==> src/odt_pkg.sv <==
// shared widths and rate constants for the ODT timing slice
// quarter-rate word type, decoded both as one flat vector and per phase
// type of the pulse extension amount

package odt_pkg;

	// ranks served by this slice, one ODT bit per rank in every phase
	localparam int RANK_COUNT = 2;

	// memory-clock phases carried by one controller clock (quarter rate)
	localparam int RATE_MULT = 4;

	// one controller-clock word holds every rank bit of every phase
	localparam int WORD_WIDTH = RANK_COUNT * RATE_MULT;

	// width of a phase index within one quarter-rate word
	localparam int PHASE_SEL_WIDTH = $clog2(RATE_MULT);

	// the quarter-rate ODT word
	// flat is used by the OR network and the pins, phase by anything that indexes a phase
	// phase 0 is the earliest memory-clock phase and sits in the low bits of flat
	typedef union packed {
		logic [WORD_WIDTH-1:0] flat;
		logic [RATE_MULT-1:0][RANK_COUNT-1:0] phase;
	} phase_word_u;

	// number of extra phases a pulse is stretched by, 0 to 3
	// three is the most that fits, since the window reaches back at most one word
	typedef logic [1:0] extend_t;

endpackage

==> src/odt_cmd_decoder.sv <==
// write command decoder for the ODT slice
// turns a one-cycle command strobe into a single-phase ODT pulse per selected rank
// the pulse word is registered, so it follows the strobe by one controller cycle

module odt_cmd_decoder (
	input  logic                                clk,
	input  logic                                reset_n,
	input  logic                                cmd_valid,
	input  logic [odt_pkg::PHASE_SEL_WIDTH-1:0] cmd_phase,
	input  logic [odt_pkg::RANK_COUNT-1:0]      cmd_rank_mask,
	output odt_pkg::phase_word_u                pulse_word
);

	// next value of the pulse word, built through the per-phase view
	odt_pkg::phase_word_u pulse_next;

	// every phase stays low except the one the command points at
	// several ranks may be selected at once, each gets its own bit in that phase
	always_comb
	begin
		pulse_next.flat = '0;
		if (cmd_valid)
		begin
			// the rank mask lands in exactly one phase slice
			pulse_next.phase[cmd_phase] = cmd_rank_mask;
		end
	end

	// one register stage between the command strobe and the pulse word
	// cycles without a strobe load an all-zero word, so the pulse lasts one cycle
	always_ff @(posedge clk or negedge reset_n)
	begin
		if (!reset_n)
		begin
			// ODT idles low, nothing is pending out of reset
			pulse_word.flat <= '0;
		end
		else
		begin
			pulse_word <= pulse_next;
		end
	end

	// a strobe with an unknown phase or mask would place X into the pulse word
	// and from there into every stretched phase downstream
	a_cmd_known : assert property (
		@(posedge clk) disable iff (!reset_n)
		cmd_valid |-> !$isunknown({cmd_phase, cmd_rank_mask})
	)
	else
	begin
		$error("odt_cmd_decoder: command phase or rank mask unknown while cmd_valid is high");
	end

endmodule

==> src/odt_cycle_extender.sv <==
// quarter-rate ODT pulse extender
// keeps the previous pulse word and ORs each phase with up to three earlier phases
// pulses stretch by 0 to 3 memory-clock phases, also across the controller cycle boundary

module odt_cycle_extender (
	input  logic                 clk,
	input  logic                 reset_n,
	input  odt_pkg::extend_t     extend_by,
	input  odt_pkg::phase_word_u pulse_word,
	output odt_pkg::phase_word_u stretched_word
);

	// pulse word of the previous controller cycle
	odt_pkg::phase_word_u prev_word;

	// the eight most recent phases in time order
	// positions 0 to 3 hold the previous word, positions 4 to 7 the current one
	logic [2*odt_pkg::RATE_MULT-1:0][odt_pkg::RANK_COUNT-1:0] window;

	// the held word only feeds the early positions of the window
	// it clears to zero, so the first word after reset sees no earlier pulses
	always_ff @(posedge clk or negedge reset_n)
	begin
		if (!reset_n)
		begin
			prev_word.flat <= '0;
		end
		else
		begin
			prev_word <= pulse_word;
		end
	end

	// the older word goes in the low half, so window index follows time
	assign window = {pulse_word.flat, prev_word.flat};

	// output phase p is the OR of window positions RATE_MULT+p-k for k = 0 .. extend_by
	// with extend_by at 0 the word passes unchanged
	// with a larger extend_by the low phases reach back into the previous word
	always_comb
	begin
		stretched_word.flat = '0;
		for (int p = 0; p < odt_pkg::RATE_MULT; p++)
		begin
			for (int k = 0; k < odt_pkg::RATE_MULT; k++)
			begin
				// k = 0 is the phase itself, each further k one phase earlier
				if (k <= int'(extend_by))
				begin
					stretched_word.phase[p] = stretched_word.phase[p]
						| window[odt_pkg::RATE_MULT + p - k];
				end
			end
		end
	end

	// stretching only ever adds ODT time, it never removes a requested phase
	a_pulse_kept : assert property (
		@(posedge clk) disable iff (!reset_n)
		(pulse_word.flat & ~stretched_word.flat) == '0
	)
	else
	begin
		$error("odt_cycle_extender: a pulse bit was lost in the stretched word");
	end

endmodule

==> src/odt_edge_stage.sv <==
// pin register stage for the ODT word
// registers the stretched word and marks per phase and rank where ODT turns on and off
// phase 3 of the registered word is the predecessor of the new phase 0

module odt_edge_stage (
	input  logic                 clk,
	input  logic                 reset_n,
	input  odt_pkg::phase_word_u stretched_word,
	output odt_pkg::phase_word_u odt_word,
	output odt_pkg::phase_word_u odt_on,
	output odt_pkg::phase_word_u odt_off
);

	// for every phase, the value of the phase just before it in time
	odt_pkg::phase_word_u last_word;

	// phases 1 to 3 look at the phase below them in the same word
	// phase 0 looks back at phase 3 of the word that is on the pins now
	always_comb
	begin
		last_word.flat = {
			stretched_word.flat[odt_pkg::WORD_WIDTH-odt_pkg::RANK_COUNT-1:0],
			odt_word.phase[odt_pkg::RATE_MULT-1]
		};
	end

	// all outputs come straight from flops
	// after reset the pins idle low, so the first word's predecessor counts as low too
	always_ff @(posedge clk or negedge reset_n)
	begin
		if (!reset_n)
		begin
			odt_word.flat <= '0;
			odt_on.flat   <= '0;
			odt_off.flat  <= '0;
		end
		else
		begin
			odt_word <= stretched_word;
			// rising edge, high now and low one phase earlier
			odt_on.flat <= stretched_word.flat & ~last_word.flat;
			// falling edge, low now and high one phase earlier
			odt_off.flat <= last_word.flat & ~stretched_word.flat;
		end
	end

	// one rank cannot turn on and off in the same phase
	a_edges_exclusive : assert property (
		@(posedge clk) disable iff (!reset_n)
		(odt_on.flat & odt_off.flat) == '0
	)
	else
	begin
		$error("odt_edge_stage: on and off edge set for the same phase and rank");
	end

endmodule

==> src/odt_extend_top.sv <==
// top level of the quarter-rate ODT timing slice
// command decoder, then pulse extender, then pin and edge register stage
// a command sampled at one edge reaches the outputs two cycles later

module odt_extend_top (
	input  logic                                clk,
	input  logic                                reset_n,
	input  logic                                cmd_valid,
	input  logic [odt_pkg::PHASE_SEL_WIDTH-1:0] cmd_phase,
	input  logic [odt_pkg::RANK_COUNT-1:0]      cmd_rank_mask,
	input  odt_pkg::extend_t                    extend_by,
	output odt_pkg::phase_word_u                odt_word,
	output odt_pkg::phase_word_u                odt_on,
	output odt_pkg::phase_word_u                odt_off
);

	// single-phase pulses, one cycle after the command
	odt_pkg::phase_word_u pulse_word;

	// pulses after stretching, same cycle as pulse_word
	odt_pkg::phase_word_u stretched_word;

	odt_cmd_decoder u_cmd_decoder (
		.clk           (clk),
		.reset_n       (reset_n),
		.cmd_valid     (cmd_valid),
		.cmd_phase     (cmd_phase),
		.cmd_rank_mask (cmd_rank_mask),
		.pulse_word    (pulse_word)
	);

	// extend_by is a level, it takes effect on the word registered at the next edge
	odt_cycle_extender u_cycle_extender (
		.clk            (clk),
		.reset_n        (reset_n),
		.extend_by      (extend_by),
		.pulse_word     (pulse_word),
		.stretched_word (stretched_word)
	);

	odt_edge_stage u_edge_stage (
		.clk            (clk),
		.reset_n        (reset_n),
		.stretched_word (stretched_word),
		.odt_word       (odt_word),
		.odt_on         (odt_on),
		.odt_off        (odt_off)
	);

endmodule

==> config.mk <==
export PLATFORM = sky130hd
export DESIGN_NAME = odt_extend_top
export DESIGN_NICKNAME = d
export VERILOG_FILES = /design/src/odt_pkg.sv /design/src/odt_cmd_decoder.sv /design/src/odt_cycle_extender.sv /design/src/odt_edge_stage.sv /design/src/odt_extend_top.sv
export SDC_FILE = /design/constraint.sdc
export NUM_CORES = 1
export LEC_CHECK = 0
export BUFFER_PORTS_ARGS = -buffer_cell sky130_fd_sc_hd__clkbuf_2
export CAP_MARGIN = 20
export CORE_MARGIN = 10
export CORE_UTILIZATION = 55
export DETAILED_ROUTE_END_ITERATION = 7
export GPL_TIMING_DRIVEN = 0
export PLACE_DENSITY = 0.86
export SYNTH_ARGS = -nofsm -noshare
export SYNTH_HDL_FRONTEND = slang
export SYNTH_SLANG_ARGS = --single-unit
==> constraint.sdc <==
create_clock -name clk -period 1.8 [get_ports clk]
set_input_delay 0.18 -clock clk [delete_from_list [all_inputs] [get_ports clk]]
set_output_delay 0.18 -clock clk [all_outputs]
set_load 0.02 [all_outputs]
==> results of run 1 <==
cell families after synthesis:
kind of cell | count (synthesis)
flops | 38
compound gates | 24
simple gates | 29
buf+inv | 7
metrics by stage:
stage | instances | utilization | setup WS [ns] | area (um2) | hold slack [ns]
CTS | 163 | 0.700 | 0.531 | 1590 | 0.0570
floorplan | 98 | - | 0.628 | 1350 | -0.116
global route | 163 | 0.700 | 0.471 | 1590 | 0.0515
detailed placement | 156 | 0.673 | 0.537 | 1530 | 0.336
global placement | 156 | 0.673 | 0.588 | 1530 | 0.314
finish | 163 | 0.700 | 0.539 | 1590 | 0.0676
layout by cell type, fill, tap and decap left out, types with 4 or more instances in the layout:
cell type  synthesis  layout
nor2_1            14      14
dfrtp_1           38      38
o21a_1             8       8
clkbuf_4           0       5
and2_1             8       8
clkbuf_2           0      30
a21o_2             7       7
a211o_1            4       4
a211oi_2           4       4
inv_1              4       4
layer usage:
metal / global-route usage / routed length (um) / vias to the layer above
li1: - / - / 398
met2: 0.175 / 1260 / 21
met1: 0.130 / 932 / 410
met3: 0.0514 / 143 / 5
met4: 0.0532 / 42 / 0
met5: 0 / 0 / -
critical path, delay by kind of cell, from the launching register on:
| family | cells | cell delay, ns |
|---|---|---|
| DFF | 1 | 0.44 |
| AOI/OAI and AO/OA | 2 | 0.55 |
| and+or+nand+nor | 1 | 0.17 |
where the power goes:
part | switching, uW | total [uW] | leakage [uW] | internal (uW)
combinational | 125 | 193 | 0.000387 | 67.7
sequential | 18.4 | 917 | 0.000513 | 898
clock | 235 | 411 | 0.0000302 | 176
total | 379 | 1520 | 0.000931 | 1140
final timing paths:
kind                                                           end  slack, ns
max in group asynchronous       u_edge_stage.odt_word[4]$_DFF_PN0_       0.78
hold / removal               u_cmd_decoder.pulse_word[0]$_DFF_PN0_       0.07
min in group asynchronous         u_edge_stage.odt_on[7]$_DFF_PN0_       0.48
setup / recovery                 u_edge_stage.odt_off[4]$_DFF_PN0_       0.54
setup reg to reg                 u_edge_stage.odt_off[4]$_DFF_PN0_       0.54
hold reg to reg            u_cycle_extender.prev_word[7]$_DFF_PN0_       0.39
cell type report:
class,instances,share of cell area
Buffer,3,0.0189
Clock buffer,6,0.0322
Inverter,4,0.00943
Multi-Input combinational cell,53,0.220
Sequential cell,38,0.597
Tap cell,28,0.0220
Timing Repair Buffer,31,0.101
registers in the layout (all words and copies together) (netlist names):
| name | flops |
|---|---|
| u_edge_stage.odt_word | 8 |
| u_cmd_decoder.pulse_word | 8 |
| u_edge_stage.odt_off | 8 |
| u_edge_stage.odt_on | 8 |
| u_cycle_extender.prev_word | 6 |
==> run_results.csv, run 1 <==
group,metric,value,unit
status,outcome,"complete, no violations",
place,dp_hpwl,1.85,mm
worst_setup_path,r2r-start,"u_cmd_decoder.pulse_word[0]$_DFF_PN0_",
cts,cts_setup_buffers,0,
logic_synthesis,synth-edff-count,0,
worst_setup_path,cp.arrival,1.49,ns
sta,slew_violations,0,
logic_synthesis,yosysUniqueCellTypes,15,
sta,max_slew_margin,0.424,
worst_setup_path,cp-end-kind,"register",
worst_setup_path,max_stage_delay,0.44,ns
job,max-cap-violations,0,
drt,wl_per_cell,14.6,um
worst_setup_path,worstSetupStartpointType,"register",
logic_synthesis,synth_adder_area_share,0,
place,gp_congestion,0.719,
cts,clkTransAtPathRegs,0.09,ns
worst_setup_path,crit_path_top_delay_cell,"dfrtp_1",
logic_synthesis,yosysMostFrequentCell,"dfrtp_1",
global_routing,grt_pass1_vias,918,
cts,cts_root_buffer,"clkbuf_4",
pwr,peakVddDrop,0.000715,V
worst_setup_path,crit_type,"reg2reg",
drt,vias,834,
sta,fmax,793,MHz
logic_synthesis,syn_area,1350,um2
drt,vias_per_cell,5.12,
logic_synthesis,synthTopCellsByArea,"dfrtp_1, a21o_2, o21a_1, nor2_1, a211oi_2",
sta,hold_violations,0,
cts,worst_skew_pair.late_latency,0.33,ns
sta,period_share,0.701,
sta,setup_viol,0,
finish,multi_input_area,350,um2
logic_synthesis,syn-num-nets,107,
worst_setup_path,startpoint,"u_cmd_decoder.pulse_word[0]$_DFF_PN0_",
finish,n_fill_cell,167,
logic_synthesis,ys_seq_elements,38,
finish,ff_latch_area,951,um2
hold_path,hold_path.class,"in2reg",
logic_synthesis,synth_compound_area_frac,0.159,
logic_synthesis,ys.flop_type,"dfrtp_1",
floorplanning,die_w,69.5,um
logic_synthesis,postSynthCellCount,98,
global_routing,grt_max_degree,39,
global_routing,grt_usage,0.113,
sta,fin_tns_setup,0,ns
floorplanning,dieArea,4830,um2
drt,drt-initial-drc-count,22,
place,port_buffers,30,
logic_synthesis,synth_top_family_by_area,"compound AO/OA/AOI/OAI gates",
logic_synthesis,yosysWarnings,0,
floorplanning,io-pin-count,33,
worst_setup_path,crit_chain,"a21o_2 -> a211o_1 -> and2_1",
drt,ant_nets,0,
cts,htree_levels,2,
finish,layout.nets,145,
sta,fin_skew,0.00258,ns
sta,rsz0062_at_grt,"no",
sta,worst_pin_slew,0.863,ns
finish,area_delta_synth_final,18.3,%
drt,wl,2.38,mm
worst_setup_path,critPathMaxFanout,5,
drt,route.detailed.drc,0,
floorplanning,design.core.area,2280,um2
global_routing,grt_pass1_wl,4.43,mm
logic_synthesis,synth_top_area_frac,0.706,
sta,min_period,1.26,ns
cts,clockBufferDepth,2,
hold_path,min_path_cells,2,
cts,cts_tree,"built",
pwr,p_leak,0.000931,uW
pwr,p_total,1520,uW
logic_synthesis,synthMuxAreaShare,0,
logic_synthesis,async_reset_ff_frac,1.00,
finish,drive_gt1_frac,0.363,
cts,numCtsBuffers,5,
finish,antenna_cells,0,
cts,post_cts_resized,0,
drt,drtPass1Iterations,4,
worst_setup_path,cp.required,2.03,ns
floorplanning,start_util,0.592,
hold_path,min-delay-start,"cmd_phase[1]",
logic_synthesis,synthSimpleGateAreaFrac,0.101,
cts,cts_hold_buf,1,
global_routing,antenna_found_initial,0,
worst_setup_path,reg2reg_depth,3,
pwr,p_per_area,955,nW/um2
cts,cts.sinks,38,
logic_synthesis,avgSynthCellArea,13.7,um2
global_routing,overflow,0,
logic_synthesis,synth_seq_area_share,0.706,
floorplanning,die_h,69.5,um
logic_synthesis,synth_xor_area_frac,0,
logic_synthesis,synth_common_cells,"dfrtp_1, nor2_1, and2_1, o21a_1, a21o_2",
floorplanning,rows,17,
logic_synthesis,synth_largest_area_cell,"dfrtp_1",
Note: power is estimated with default switching activity, not from simulation.
==> run 2, diff against run 1 <==
ABC_AREA = 1   (was not set)
CORE_UTILIZATION = 47   (was 55)
PLACE_DENSITY = 0.77   (was 0.86)
clock period = 1.1 ns   (was 1.8 ns; I/O delays follow)
==> run_results.csv, run 2 <==
group,metric,value,unit
drt,wl,2.83,mm
floorplanning,dieArea,5870,um2
global_routing,grt_pass1_vias,1116,
logic_synthesis,synth_top_family_by_area,"simple AND/OR/NAND/NOR gates",
pwr,power_frac_comb,0.132,
floorplanning,rows,20,
cts,clockBufferDepth,2,
drt,ant_nets,0,
sta,worst_pin_slew,0.792,ns
drt,vias_per_cell,4.60,
finish,antenna_cells,0,
finish,layout.nets,196,
finish,final_cell_mix,"dfrtp_1, nand2_1, nor2_1",
sta,max_slew_margin,0.472,
floorplanning,start_util,0.493,
place,port_buffers,30,
finish,drive_gt1_frac,0.283,
logic_synthesis,async_reset_ff_frac,1.00,
pwr,p_clk_frac,0.263,
finish,final_common_cell,"dfrtp_1",
pwr,power.share.switching,0.268,
logic_synthesis,synth_xor_area_frac,0,
sta,fin_skew,0.00840,ns
logic_synthesis,synth_adder_area_share,0,
pwr,cell_internal_pwr,1810,uW
global_routing,grt_max_degree,39,
global_routing,antenna_found_initial,0,
drt,drt-initial-drc-count,70,
status,outcome,"complete, no violations",
place,dp.cells,223,
floorplanning,design.core.area,3050,um2
logic_synthesis,synth-edff-count,0,
cts,cts.sinks,38,
worst_setup_path,cp.arrival,1.26,ns
cts,clkTransAtPathRegs,0.10,ns
global_routing,grt_usage,0.103,
cts,worst_skew_pair.late_latency,0.34,ns
hold_path,min-delay-start,"cmd_phase[0]",
logic_synthesis,synth_compound_area_frac,0.0524,
finish,ff_latch_area,951,um2
logic_synthesis,yosysUniqueCellTypes,16,
floorplanning,die_w,76.6,um
logic_synthesis,yosysMostFrequentCell,"dfrtp_1",
logic_synthesis,synth_seq_area_share,0.632,
cts,cts_setup_buffers,0,
drt,vias,1063,
finish,multi_input_area,437,um2
logic_synthesis,syn_area,1510,um2
sta,hold_violations,0,
pwr,peakVddDrop,0.000636,V
pwr,p_leak,0.00103,uW
worst_setup_path,r2r-start,"u_cmd_decoder.pulse_word[1]$_DFF_PN0_",
place,dp_hpwl,2.18,mm
job,max-cap-violations,0,
sta,setup_viol,0,
drt,route.detailed.drc,0,
floorplanning,die_h,76.6,um
logic_synthesis,postSynthCellCount,149,
logic_synthesis,avgSynthCellArea,10.1,um2
sta,period_share,0.930,
sta,fmax,978,MHz
finish,area_delta_synth_final,17.3,%
logic_synthesis,synth_largest_area_cell,"dfrtp_1",
global_routing,grt_pass1_wl,4.89,mm
pwr,power.switching,663,uW
sta,fin_tns_setup,0,ns
worst_setup_path,worstSetupStartpointType,"register",
cts,numCtsBuffers,5,
worst_setup_path,crit_type,"reg2reg",
logic_synthesis,yosysWarnings,0,
worst_setup_path,cp-end-kind,"register",
worst_setup_path,reg2reg_to,"u_edge_stage.odt_off[5]$_DFF_PN0_",
hold_path,min_path_cells,3,
cts,cts_tree,"built",
logic_synthesis,synth_top_area_frac,0.632,
pwr,p_total,2470,uW
logic_synthesis,syn-num-nets,158,
floorplanning,io-pin-count,33,
worst_setup_path,critPathMaxFanout,5,
pwr,p_per_area,1400,nW/um2
logic_synthesis,synth_common_cells,"dfrtp_1, nand2_1, nor2_1, inv_1, nand3_1",
worst_setup_path,reg2reg_depth,6,
finish,instances_no_fill,231,
worst_setup_path,r2r_slack,0.08,ns
logic_synthesis,synthMuxAreaShare,0,
drt,wl_per_cell,12.2,um
pwr,p_seq_frac,0.604,
hold_path,hold_path.class,"in2reg",
logic_synthesis,ys_seq_elements,38,
hold_path,worstHoldEndpoint,"u_cmd_decoder.pulse_word[3]$_DFF_PN0_",
worst_setup_path,cp.required,1.34,ns
cts,htree_levels,2,
place,gp_congestion,0.876,
logic_synthesis,synthSimpleGateAreaFrac,0.238,
global_routing,overflow,0,
logic_synthesis,synthTopCellsByArea,"dfrtp_1, nand2_1, nor2_1, inv_1, a21oi_4",
drt,drtPass1Iterations,4,
finish,n_fill_cell,292,
sta,min_period,1.02,ns
sta,slew_violations,0,
logic_synthesis,ys.flop_type,"dfrtp_1",
sta,rsz0062_at_grt,"yes",
cts,cts_root_buffer,"clkbuf_4",
[run 2: cell families (layout without fill, tap and decap cells)]
kind of cell,after synthesis,count (layout)
AND/OR/NAND/NOR,81,81
flip-flops,38,38
buffers and inverters,24,62
AO/OA/AOI/OAI,6,6
[run 2: stage by stage]
step	utilization	setup slack [ns]	hold WS, ns	cell area [um2]
3_3_place_gp	0.560	0.107	0.252	1710
5_1_grt	0.578	-0.00902	0.0240	1770
2_1_floorplan	-	0.182	-0.186	1510
4_1_cts	0.578	0.0620	0.0159	1770
3_5_place_dp	0.560	0.0873	0.282	1710
6_report	0.578	0.0772	0.0244	1770
[run 2: how the worst max path moves through the flow]
stage / from / to / slack (ns) / cells past startpoint
6_report: u_cmd_decoder.pulse_word[1]$_DFF_PN0_ / u_edge_stage.odt_off[5]$_DFF_PN0_ / 0.08 / 6
4_1_cts: reset_n / u_edge_stage.odt_off[0]$_DFF_PN0_ / 0.06 / 2
3_5_place_dp: u_cmd_decoder.pulse_word[1]$_DFF_PN0_ / u_edge_stage.odt_off[5]$_DFF_PN0_ / 0.09 / 6
5_1_grt: u_cmd_decoder.pulse_word[1]$_DFF_PN0_ / u_edge_stage.odt_off[5]$_DFF_PN0_ / -0.009 / 6
2_1_floorplan: u_cmd_decoder.pulse_word[1]$_DFF_PN0_ / u_edge_stage.odt_off[5]$_DFF_PN0_ / 0.18 / 6
3_3_place_gp: u_cmd_decoder.pulse_word[1]$_DFF_PN0_ / u_edge_stage.odt_off[5]$_DFF_PN0_ / 0.11 / 6
[run 2: what timing repair did]
item | CTS | global route
gates resized for setup | 0 | 1
endpoints found under the setup margin | 0 | 41
hold endpoints to repair | 38 | 0
hold buffers | 1 | 0
[run 2: metal layers]
| metal | GRT usage | share of wire |
|---|---|---|
| met1 | 0.0960 | 0.40 |
| met4 | 0.0446 | 0.020 |
| met2 | 0.185 | 0.53 |
| met3 | 0.0507 | 0.056 |
| met5 | 0 | 0 |
[run 2: cell type report]
type | count | area share
plain buffers | 3 | 0.0220
multi-input cells | 87 | 0.247
flip-flops and latches | 38 | 0.539
well taps | 44 | 0.0312
clock buffers | 7 | 0.0255
inverters | 21 | 0.0446
repair buffers | 31 | 0.0907
[run 2: power by group through the flow]
stage | Sequential (uW) | Clock [uW] | Combinational (uW)
floorplan | 1590 | 0 | 129
global placement | 1520 | 0 | 322
detailed placement | 1520 | 0 | 333
CTS | 1500 | 675 | 336
global route | 1500 | 736 | 361
finish | 1490 | 651 | 327
[run 2: critical path: stages (launching register included)]
cell and delay, ns:
dfrtp_1 0.47, nand2_1 0.12, nand2_1 0.05, nand2_1 0.07
nand2_2 0.07, inv_1 0.09, nor2_1 0.04
